===== src/stopwatch_pkg.sv =====
package stopwatch_pkg;

    //------------------------------------------------------------
    // Stopwatch states

    localparam w_state = 2;

    typedef enum logic [w_state - 1:0] {
        idle    = 2'd0,  // Count cleared and stopped
        running = 2'd1,
        paused  = 2'd2,
        lap     = 2'd3   // Counting with the display held
    } sw_state_t;

    //------------------------------------------------------------
    // Lab key positions

    typedef enum logic [1:0] {
        key_start_stop = 2'd0,
        key_lap        = 2'd1,
        key_clear      = 2'd2
    } key_index_e;

    //------------------------------------------------------------
    // Seven-segment encoding
    // Bit 7 is segment a and bit 0 is the decimal point h

    localparam logic [7:0] seg_blank = 8'b0000_0000;  // All segments off

endpackage


===== src/stopwatch_if.sv =====
interface stopwatch_if
#(
    parameter w_digit = 4  // Digits of the attached counter
);

    logic run;         // Counter may advance
    logic clear;       // One-cycle clear request
    logic lap_freeze;  // Hold the display register
    logic tick;        // Count timer strobe
    logic wrapped;     // Count rolled over from all nines

    modport fsm
    (
        output run,
        output clear,
        output lap_freeze,
        input  wrapped
    );

    modport counter
    (
        input  run,
        input  clear,
        input  lap_freeze,
        input  tick,
        output wrapped
    );

endinterface


===== src/bcd_counter.sv =====
module bcd_counter
#(
    parameter w_digit = 4
)
(
    input                              clk,
    input                              reset,
    stopwatch_if.counter               ctl,
    output logic [4 * w_digit - 1:0]   display_digits
);

    //------------------------------------------------------------

    logic [w_digit - 1:0][3:0] count;
    logic [w_digit - 1:0][3:0] count_inc;
    logic                      roll_over;  // Every digit was nine

    //------------------------------------------------------------
    // Ripple carry through all digits in one cycle

    always_comb begin : next_count
        logic carry;

        carry = 1'b1;

        for (int i = 0; i < w_digit; i++) begin
            if (! carry) begin
                count_inc [i] = count [i];
            end
            else if (count [i] == 4'd9) begin
                count_inc [i] = 4'd0;  // Carry moves on
            end
            else begin
                count_inc [i] = count [i] + 4'd1;
                carry         = 1'b0;
            end
        end

        roll_over = carry;
    end

    //------------------------------------------------------------
    // Count register

    always_ff @ (posedge clk) begin
        if (reset) begin
            count       <= '0;
            ctl.wrapped <= 1'b0;
        end
        else begin
            ctl.wrapped <= 1'b0;

            if (ctl.clear) begin
                count <= '0;
            end
            else if (ctl.tick && ctl.run) begin
                count       <= count_inc;
                ctl.wrapped <= roll_over;  // 99..9 to 00..0
            end
        end
    end

    //------------------------------------------------------------
    // Display latch, held during lap

    always_ff @ (posedge clk) begin
        if (reset)
            display_digits <= '0;
        else if (! ctl.lap_freeze)
            display_digits <= count;
    end

endmodule


===== src/board_top.sv =====
module board_top
#(
    parameter clk_mhz = 50,
              tick_hz = 100,
              scan_hz = 1000,
              w_key   = 4,
              w_sw    = 8,
              w_led   = 8,
              w_digit = 4
)
(
    input                  CLK,

    input  [w_key   - 1:0] KEY_N,  // Top key is the reset
    input  [w_sw    - 1:0] SW_N,
    output [w_led   - 1:0] LED_N,

    output [          7:0] ABCDEFGH_N,
    output [w_digit - 1:0] DIGIT_N
);

    //------------------------------------------------------------

    localparam w_lab_key = w_key - 1;

    wire                   clk     = CLK;
    wire                   reset   = ~ KEY_N [w_key     - 1];
    wire [w_lab_key - 1:0] lab_key = ~ KEY_N [w_lab_key - 1:0];

    wire [w_led     - 1:0] led;
    wire [            7:0] abcdefgh;
    wire [w_digit   - 1:0] digit;

    //------------------------------------------------------------

    lab_top
    # (
        .clk_mhz  (   clk_mhz   ),
        .tick_hz  (   tick_hz   ),
        .scan_hz  (   scan_hz   ),
        .w_key    (   w_lab_key ),
        .w_sw     (   w_sw      ),
        .w_led    (   w_led     ),
        .w_digit  (   w_digit   )
    )
    i_lab_top
    (
        .clk      (   clk       ),
        .reset    (   reset     ),
        .key      (   lab_key   ),
        .sw       ( ~ SW_N      ),
        .led      (   led       ),
        .abcdefgh (   abcdefgh  ),
        .digit    (   digit     )
    );

    //------------------------------------------------------------
    // Active-low board outputs

    assign LED_N      = ~ led;
    assign ABCDEFGH_N = ~ abcdefgh;
    assign DIGIT_N    = ~ digit;

endmodule


===== src/lab_top.sv =====
module lab_top
    import stopwatch_pkg::*;
#(
    parameter clk_mhz = 50,
              tick_hz = 100,
              scan_hz = 1000,
              w_key   = 3,
              w_sw    = 8,
              w_led   = 8,
              w_digit = 4
)
(
    input                  clk,
    input                  reset,

    input  [w_key   - 1:0] key,
    input  [w_sw    - 1:0] sw,
    output [w_led   - 1:0] led,

    output [          7:0] abcdefgh,
    output [w_digit - 1:0] digit
);

    //------------------------------------------------------------
    // Strobe timers

    logic count_strobe;
    logic scan_strobe;

    tick_timer # (.clk_mhz (clk_mhz), .rate_hz (tick_hz))
    i_count_timer (.clk (clk), .reset (reset), .strobe (count_strobe));

    tick_timer # (.clk_mhz (clk_mhz), .rate_hz (scan_hz))
    i_scan_timer (.clk (clk), .reset (reset), .strobe (scan_strobe));

    //------------------------------------------------------------
    // Control and counting

    stopwatch_if # (.w_digit (w_digit)) sw_bus ();

    assign sw_bus.tick = count_strobe;

    sw_state_t                state;
    logic                     wrap_seen;
    logic [4 * w_digit - 1:0] display_digits;

    stopwatch_fsm # (.w_key (w_key))
    i_fsm
    (
        .clk       ( clk       ),
        .reset     ( reset     ),
        .key       ( key       ),
        .state     ( state     ),
        .wrap_seen ( wrap_seen ),
        .ctl       ( sw_bus    )
    );

    bcd_counter # (.w_digit (w_digit))
    i_counter
    (
        .clk            ( clk            ),
        .reset          ( reset          ),
        .ctl            ( sw_bus         ),
        .display_digits ( display_digits )
    );

    //------------------------------------------------------------
    // Display

    seven_seg_scan # (.w_digit (w_digit))
    i_scan
    (
        .clk         ( clk            ),
        .reset       ( reset          ),
        .scan_strobe ( scan_strobe    ),
        .blank_zeros ( sw [0]         ),  // Switch 0 blanks leading zeros
        .digits      ( display_digits ),
        .abcdefgh    ( abcdefgh       ),
        .digit       ( digit          )
    );

    //------------------------------------------------------------
    // LEDs

    logic [3:0] state_onehot;
    logic [8:0] led_wide;

    assign state_onehot = 4'b0001 << state;
    assign led_wide     = { display_digits [3:0], wrap_seen, state_onehot };
    assign led          = w_led' (led_wide);  // Upper LEDs show the lowest digit

endmodule


===== src/seven_seg_scan.sv =====
module seven_seg_scan
    import stopwatch_pkg::*;
#(
    parameter w_digit = 4
)
(
    input                            clk,
    input                            reset,
    input                            scan_strobe,
    input                            blank_zeros,
    input        [4 * w_digit - 1:0] digits,
    output logic [              7:0] abcdefgh,
    output       [w_digit     - 1:0] digit
);

    //------------------------------------------------------------
    // Segment table, abcdefgh order

    localparam logic [0:9][7:0] seg_table = {
        8'b1111_1100,  // 0
        8'b0110_0000,  // 1
        8'b1101_1010,  // 2
        8'b1111_0010,  // 3
        8'b0110_0110,  // 4
        8'b1011_0110,  // 5
        8'b1011_1110,  // 6
        8'b1110_0000,  // 7
        8'b1111_1110,  // 8
        8'b1111_0110   // 9
    };

    function automatic logic [7:0] seg_decode (input logic [3:0] bcd);
        if (bcd <= 4'd9)
            return seg_table [bcd];
        else
            return seg_blank;  // Not a BCD value
    endfunction

    //------------------------------------------------------------

    logic [w_digit - 1:0] sel;        // One-hot digit pointer
    logic [w_digit - 1:0] sel_next;
    logic [w_digit - 1:0] lead_zero;  // Zero with only zeros above
    logic [          3:0] bcd_sel;
    logic                 blank_sel;

    assign sel_next = scan_strobe ? (sel << 1) | (sel >> (w_digit - 1)) : sel;

    // Leading zero detection from the top digit down
    always_comb begin : leading_zeros
        logic all_zero;

        all_zero  = 1'b1;
        lead_zero = '0;

        for (int i = w_digit - 1; i > 0; i--) begin
            all_zero      = all_zero && (digits [4 * i +: 4] == 4'd0);
            lead_zero [i] = all_zero;
        end
    end

    always_comb begin
        bcd_sel   = 4'd0;
        blank_sel = 1'b0;

        for (int i = 0; i < w_digit; i++) begin
            if (sel_next [i]) begin
                bcd_sel   = digits [4 * i +: 4];
                blank_sel = blank_zeros && lead_zero [i];
            end
        end
    end

    //------------------------------------------------------------
    // Pointer and segments change on the same edge

    always_ff @ (posedge clk) begin
        if (reset) begin
            sel      <= w_digit' (1);  // Digit 0
            abcdefgh <= seg_table [0];
        end
        else begin
            sel      <= sel_next;
            abcdefgh <= blank_sel ? seg_blank : seg_decode (bcd_sel);
        end
    end

    assign digit = sel;

endmodule


===== src/stopwatch_fsm.sv =====
module stopwatch_fsm
    import stopwatch_pkg::*;
#(
    parameter w_key = 3
)
(
    input                      clk,
    input                      reset,
    input        [w_key - 1:0] key,
    output sw_state_t          state,
    output logic               wrap_seen,
    stopwatch_if.fsm           ctl
);

    //------------------------------------------------------------
    // Key synchronizer and press detector

    logic [w_key - 1:0] key_meta;
    logic [w_key - 1:0] key_sync;
    logic [w_key - 1:0] key_prev;
    logic [w_key - 1:0] press;

    always_ff @ (posedge clk) begin
        if (reset) begin
            key_meta <= '0;
            key_sync <= '0;
            key_prev <= '0;
        end
        else begin
            key_meta <= key;       // First flop
            key_sync <= key_meta;  // Second flop
            key_prev <= key_sync;
        end
    end

    assign press = key_sync & ~ key_prev;  // Rising edge only

    //------------------------------------------------------------
    // State machine

    sw_state_t state_next;
    logic      clear_go;
    logic      paused_from_lap;  // Display stays frozen in paused
    logic      clear_pulse;

    always_comb begin
        state_next = state;

        case (state)
            idle:
                if (press [key_start_stop])
                    state_next = running;
            running:
                if (press [key_start_stop])
                    state_next = paused;
                else if (press [key_lap])
                    state_next = lap;
            lap:
                if (press [key_start_stop])
                    state_next = paused;
                else if (press [key_lap])
                    state_next = running;
            paused:
                if (press [key_start_stop])
                    state_next = running;
                else if (press [key_clear])
                    state_next = idle;
            default:
                state_next = idle;
        endcase
    end

    assign clear_go = (state == paused) && (state_next == idle);

    always_ff @ (posedge clk) begin
        if (reset) begin
            state           <= idle;
            paused_from_lap <= 1'b0;
            clear_pulse     <= 1'b0;
            wrap_seen       <= 1'b0;
        end
        else begin
            state       <= state_next;
            clear_pulse <= clear_go;  // One cycle wide

            if (state == lap && state_next == paused)
                paused_from_lap <= 1'b1;
            else if (state_next != paused)
                paused_from_lap <= 1'b0;

            if (clear_go)
                wrap_seen <= 1'b0;
            else if (ctl.wrapped)
                wrap_seen <= 1'b1;  // Sticky until clear
        end
    end

    //------------------------------------------------------------

    assign ctl.run        = (state == running) || (state == lap);
    assign ctl.lap_freeze = (state == lap) || (state == paused && paused_from_lap);
    assign ctl.clear      = clear_pulse;

endmodule


===== src/tick_timer.sv =====
module tick_timer
#(
    parameter clk_mhz = 50,
              rate_hz = 100
)
(
    input        clk,
    input        reset,
    output logic strobe
);

    //------------------------------------------------------------

    localparam period = clk_mhz * 1_000_000 / rate_hz;  // Clock cycles per strobe
    localparam w_cnt  = $clog2 (period + 1);

    logic [w_cnt - 1:0] cnt;

    //------------------------------------------------------------
    // Down-counter with reload at terminal count

    always_ff @ (posedge clk) begin
        if (reset) begin
            cnt    <= w_cnt' (period - 1);
            strobe <= 1'b0;
        end
        else if (cnt == '0) begin
            cnt    <= w_cnt' (period - 1);  // Reload
            strobe <= 1'b1;
        end
        else begin
            cnt    <= cnt - 1'b1;
            strobe <= 1'b0;
        end
    end

endmodule

===== config.mk =====
export PLATFORM = sky130hd
export DESIGN_NAME = board_top
export DESIGN_NICKNAME = d
export VERILOG_FILES = /design/src/stopwatch_pkg.sv /design/src/stopwatch_if.sv /design/src/bcd_counter.sv /design/src/board_top.sv /design/src/lab_top.sv /design/src/seven_seg_scan.sv /design/src/stopwatch_fsm.sv /design/src/tick_timer.sv
export SDC_FILE = /design/constraint.sdc
export NUM_CORES = 1
export LEC_CHECK = 0
export BUFFER_PORTS_ARGS = -buffer_cell sky130_fd_sc_hd__buf_2
export CORE_MARGIN = 1.5
export CORE_UTILIZATION = 55
export DETAILED_ROUTE_END_ITERATION = 10
export PLACE_DENSITY = 0.79
export SLEW_MARGIN = 0
export SYNTH_ARGS = -nofsm -noshare
export SYNTH_HDL_FRONTEND = slang
export SYNTH_SLANG_ARGS = --single-unit

===== constraint.sdc =====
create_clock -name CLK -period 6.8 [get_ports CLK]
set_input_delay 1.36 -clock CLK [delete_from_list [all_inputs] [get_ports CLK]]
set_output_delay 1.36 -clock CLK [all_outputs]
set_load 0.02 [all_outputs]

==> impl_metrics.csv <==
group,metric,value,unit
run_status,status,"finished clean",
setup_path,cp_slowest_cell,"dfxtp_1",
final_layout,finalNonFillerCells,601,
final_layout,areaGrowthSynthToFinish,9.207,%
power_and_ir_drop,clkPwrFrac,38.0,%
synth,synth-edff-count,0,
route,finalWirelength,7.291,mm
flow_run,maxCapViolations,0,
power_and_ir_drop,power.density,216.9,nW/um^2
synth,synth_top_area_share,47.12,%
setup_path,crit_path_max_incr_delay,0.44,ns
setup_path,critPathMaxFanout,14,
final_layout,layout-drive-gt1-share,9.163,%
grt,grt_first_pass_wirelength,12.23,mm
clock_tree,numCtsBuffers,9,
clock_tree,clk_path_buf_depth,2,
route,drtAntennaViolNets,0,
worst_hold_path,min_path_type,"reg -> reg",
power_and_ir_drop,leakage,0.001668,uW
synth,synth-seq-cells,95,
place,placed_cells,585,
clock_tree,clk_pin_slew,0.09,ns
sta,rsz0062_at_grt,"false",
synth,synth.top_cells.by_area,"dfxtp_1 (47%), nand2_1 (7.7%), xnor2_1 (5.4%)",
sta,fin_crit_sh,39.05,%
power_and_ir_drop,max-vdd-ir-drop,0.0001167,V
sta,clock.fmax,376.6,MHz
route,wl_met1,3.521,mm
setup_path,crit_required,5.44,ns
route,highest_layer,"met4",
clock_tree,clockRootBuffer,"clkbuf_8",
route,wl_per_cell,12.13,um
power_and_ir_drop,swShare,22.28,%
route,drt_iter0_markers,179,
final_layout,nets,518,
synth,syn_nets,497,
setup_path,crit_buf_inv,1,
synth,async_flop_share,0,%
sta,finalHoldViolCount,0,
setup_path,crit_chain,"or2_2 > buf_2",
sta,slew_viol_final,0,
route,via_per_inst,5.168,
setup_path,r2r_setup_slack,4.17,ns
setup_path,worst-setup-path-type,"reg -> out",
synth,yosys.area.top_type,"dfxtp_1",
sta,tightest_slew,1.034,ns
grt,grt_pass1_vias,2884,
sta,finalSetupViolations,0,
route,via_count,3106,
floorplan,start_util,56.25,%
floorplan,dieHeight,88.67,um
synth,synth.cell_area,4036,um^2
synth,synth_top_flop_cell,"dfxtp_1",
route,wl_met2,3.424,mm
setup_path,start_kind,"register",
synth,yosysSeqAreaShare,47.12,%
power_and_ir_drop,seq_power_share,59.2,%
place,io_buffers,24,
sta,slew-limit-headroom,30.60,%
grt,antenna_found_initial,0,
clock_tree,post_cts_resized,0,
power_and_ir_drop,p_int,743.1,uW
setup_path,endpoint_kind,"primary output",
synth,ys_top_cells_by_count,"dfxtp_1 (95), nand2_1 (83), nor2_1 (52)",
synth,yosysWarnings,0,
floorplan,fp-row-count,31,
floorplan,core,7176,um^2
clock_tree,postCtsSetupBuffers,0,
floorplan,dieArea,7861,um^2
clock_tree,holdBufCountCts,0,
clock_tree,htree_levels,3,
setup_path,arrival,1.30,ns
setup_path,crit_family,"flip-flops",
power_and_ir_drop,comb_power_share,2.8,%
power_and_ir_drop,p_sw,213.0,uW
sta,skew,0.01399,ns
clock_tree,cts_tree,"done",
final_layout,num_antenna_cells,0,
grt,track_usage,19.82,%
grt,grt-ovfl-total,0,
clock_tree,clock_latency,0.35,ns
place,gpl.final_weighted_congestion,0.8704,
sta,min_period,2.655,ns
synth,synth_cells,476,
floorplan,io_pins,33,
route,drtPass1Iterations,4,
floorplan,die_w,88.67,um
route,route.met3.wl,241,um
sta,tns,0,ns
clock_tree,cts.sinks,95,
synth,ys_types,52,
route,drc,0,
synth,avgSynthCellArea,8.480,um^2
synth,synth.most_common_cell,"dfxtp_1",
grt,grt_max_degree,28,
place,dp_hpwl,5.247,mm
[final timing paths]
| path | start | end | depth (start not counted) |
|---|---|---|---|
| hold reg to reg | i_lab_top.i_count_timer.cnt[0]$_SDFF_PP1_ | i_lab_top.i_count_timer.cnt[0]$_SDFF_PP1_ | 1 |
| setup reg to reg | i_lab_top.i_scan_timer.strobe$_SDFF_PN0_ | i_lab_top.i_scan.abcdefgh[1]$_SDFF_PP0_ | 7 |
| setup / recovery | i_lab_top.i_fsm.state[0]$_SDFF_PN0_ | LED_N[0] | 2 |
| hold / removal | i_lab_top.i_count_timer.cnt[0]$_SDFF_PP1_ | i_lab_top.i_count_timer.cnt[0]$_SDFF_PP1_ | 1 |
[area by class of cell]
type | instances | area (um^2)
clock inverter | 4 | 55.05
fill | 610 | 2768
inverter | 25 | 93.84
timing repair buffer | 25 | 127.6
clock buffer | 12 | 135.1
tap | 99 | 123.9
multi-input combinational | 341 | 1971
sequential | 95 | 1902
[state kept, by name (all words and copies together), names as in the netlist]
name and count:
i_lab_top.i_fsm.key_meta 3, i_lab_top.i_fsm.paused_from_lap 1, i_lab_top.i_scan.abcdefgh 7, i_lab_top.i_counter.display_digits 16, i_lab_top.i_scan_timer.cnt 16, i_lab_top.i_fsm.key_prev 3, i_lab_top.i_counter.count 16, i_lab_top.i_fsm.ctl.clear 1
i_lab_top.i_fsm.wrap_seen 1, i_lab_top.i_fsm.key_sync 3, i_lab_top.i_fsm.state 2, i_lab_top.i_scan.digit 4, i_lab_top.i_counter.ctl.wrapped 1, i_lab_top.i_count_timer.cnt 19, i_lab_top.i_count_timer.strobe 1, i_lab_top.i_scan_timer.strobe 1
[layout by cell type (no fill, tap or decap), drive strengths merged, types with 2 or more instances in the layout]
| master | instances |
|---|---|
| a211oi | 5 |
| a21oi | 29 |
| a22oi | 2 |
| and2 | 13 |
| and3 | 4 |
| and4 | 2 |
| buf | 25 |
| clkbuf | 12 |
| clkinv | 2 |
| dfxtp | 95 |
| ha | 8 |
| inv | 25 |
| mux2 | 2 |
| mux2i | 3 |
| nand2 | 83 |
| nand2b | 8 |
| nand3 | 5 |
| nand4bb | 2 |
| nor2 | 52 |
| nor2b | 8 |
| nor3 | 12 |
| nor3b | 5 |
| nor4 | 6 |
| o21a | 2 |
| o21ai | 18 |
| o22ai | 5 |
| o31ai | 2 |
| or2 | 2 |
| or3 | 7 |
| or4 | 6 |
| xnor2 | 25 |
| xor2 | 12 |
[worst register-to-register path: cells and delay by family (launching register included)]
kind                       cells  cell delay, ns
AOI/OAI and AO/OA              4            1.10
DFF                            1            0.50
muxes                          1            0.49
adders and majority gates      1            0.29
and+or+nand+nor                1            0.17
[power by group through the flow]
stage	combinational (uW)	clock (uW)	sequential [uW]
3_3_place_gp	25.8	0	579
5_1_grt	30.0	391	567
3_5_place_dp	26.7	0	579
2_1_floorplan	22.2	0	577
6_report	26.3	364	566
4_1_cts	26.8	371	566
[logic make-up (layout without fill, tap and decap cells)]
family                   after synthesis  after routing  synth area share [%]
AND/OR/NAND/NOR                      219            219                 26.16
flip-flops                            95             95                 47.12
AO/OA/AOI/OAI                         71             71                 10.66
buffers and inverters                 40             66                 4.061
XOR/XNOR                              37             37                 8.028
adder cells (fa/ha/maj)                8              8                 2.480
multiplexers                           5              5                 1.395
other                                  1              1               0.09291
[metal layers]
metal  global-route usage (%)  vias up
li1                         -     1620
met5                        0        -
met1                    24.91     1422
met3                    3.731       10
met2                    32.64       54
met4                    9.801        0
[stage by stage]
stage	setup slack (ns)	cell area, um^2	total power [uW]	utilization (%)	hold slack, ns
final	4.145	4408	956.1	61.43	0.4273
after global routing	3.916	4408	987.7	61.43	0.4434
after CTS	4.128	4408	963.7	61.43	0.4245
after detailed placement	4.070	4218	605.9	58.78	0.4040
after global placement	4.093	4218	604.6	58.78	0.3918
after floorplan	4.354	4036	599.4	-	0.3788
Note: power is estimated with default switching activity, not from simulation.
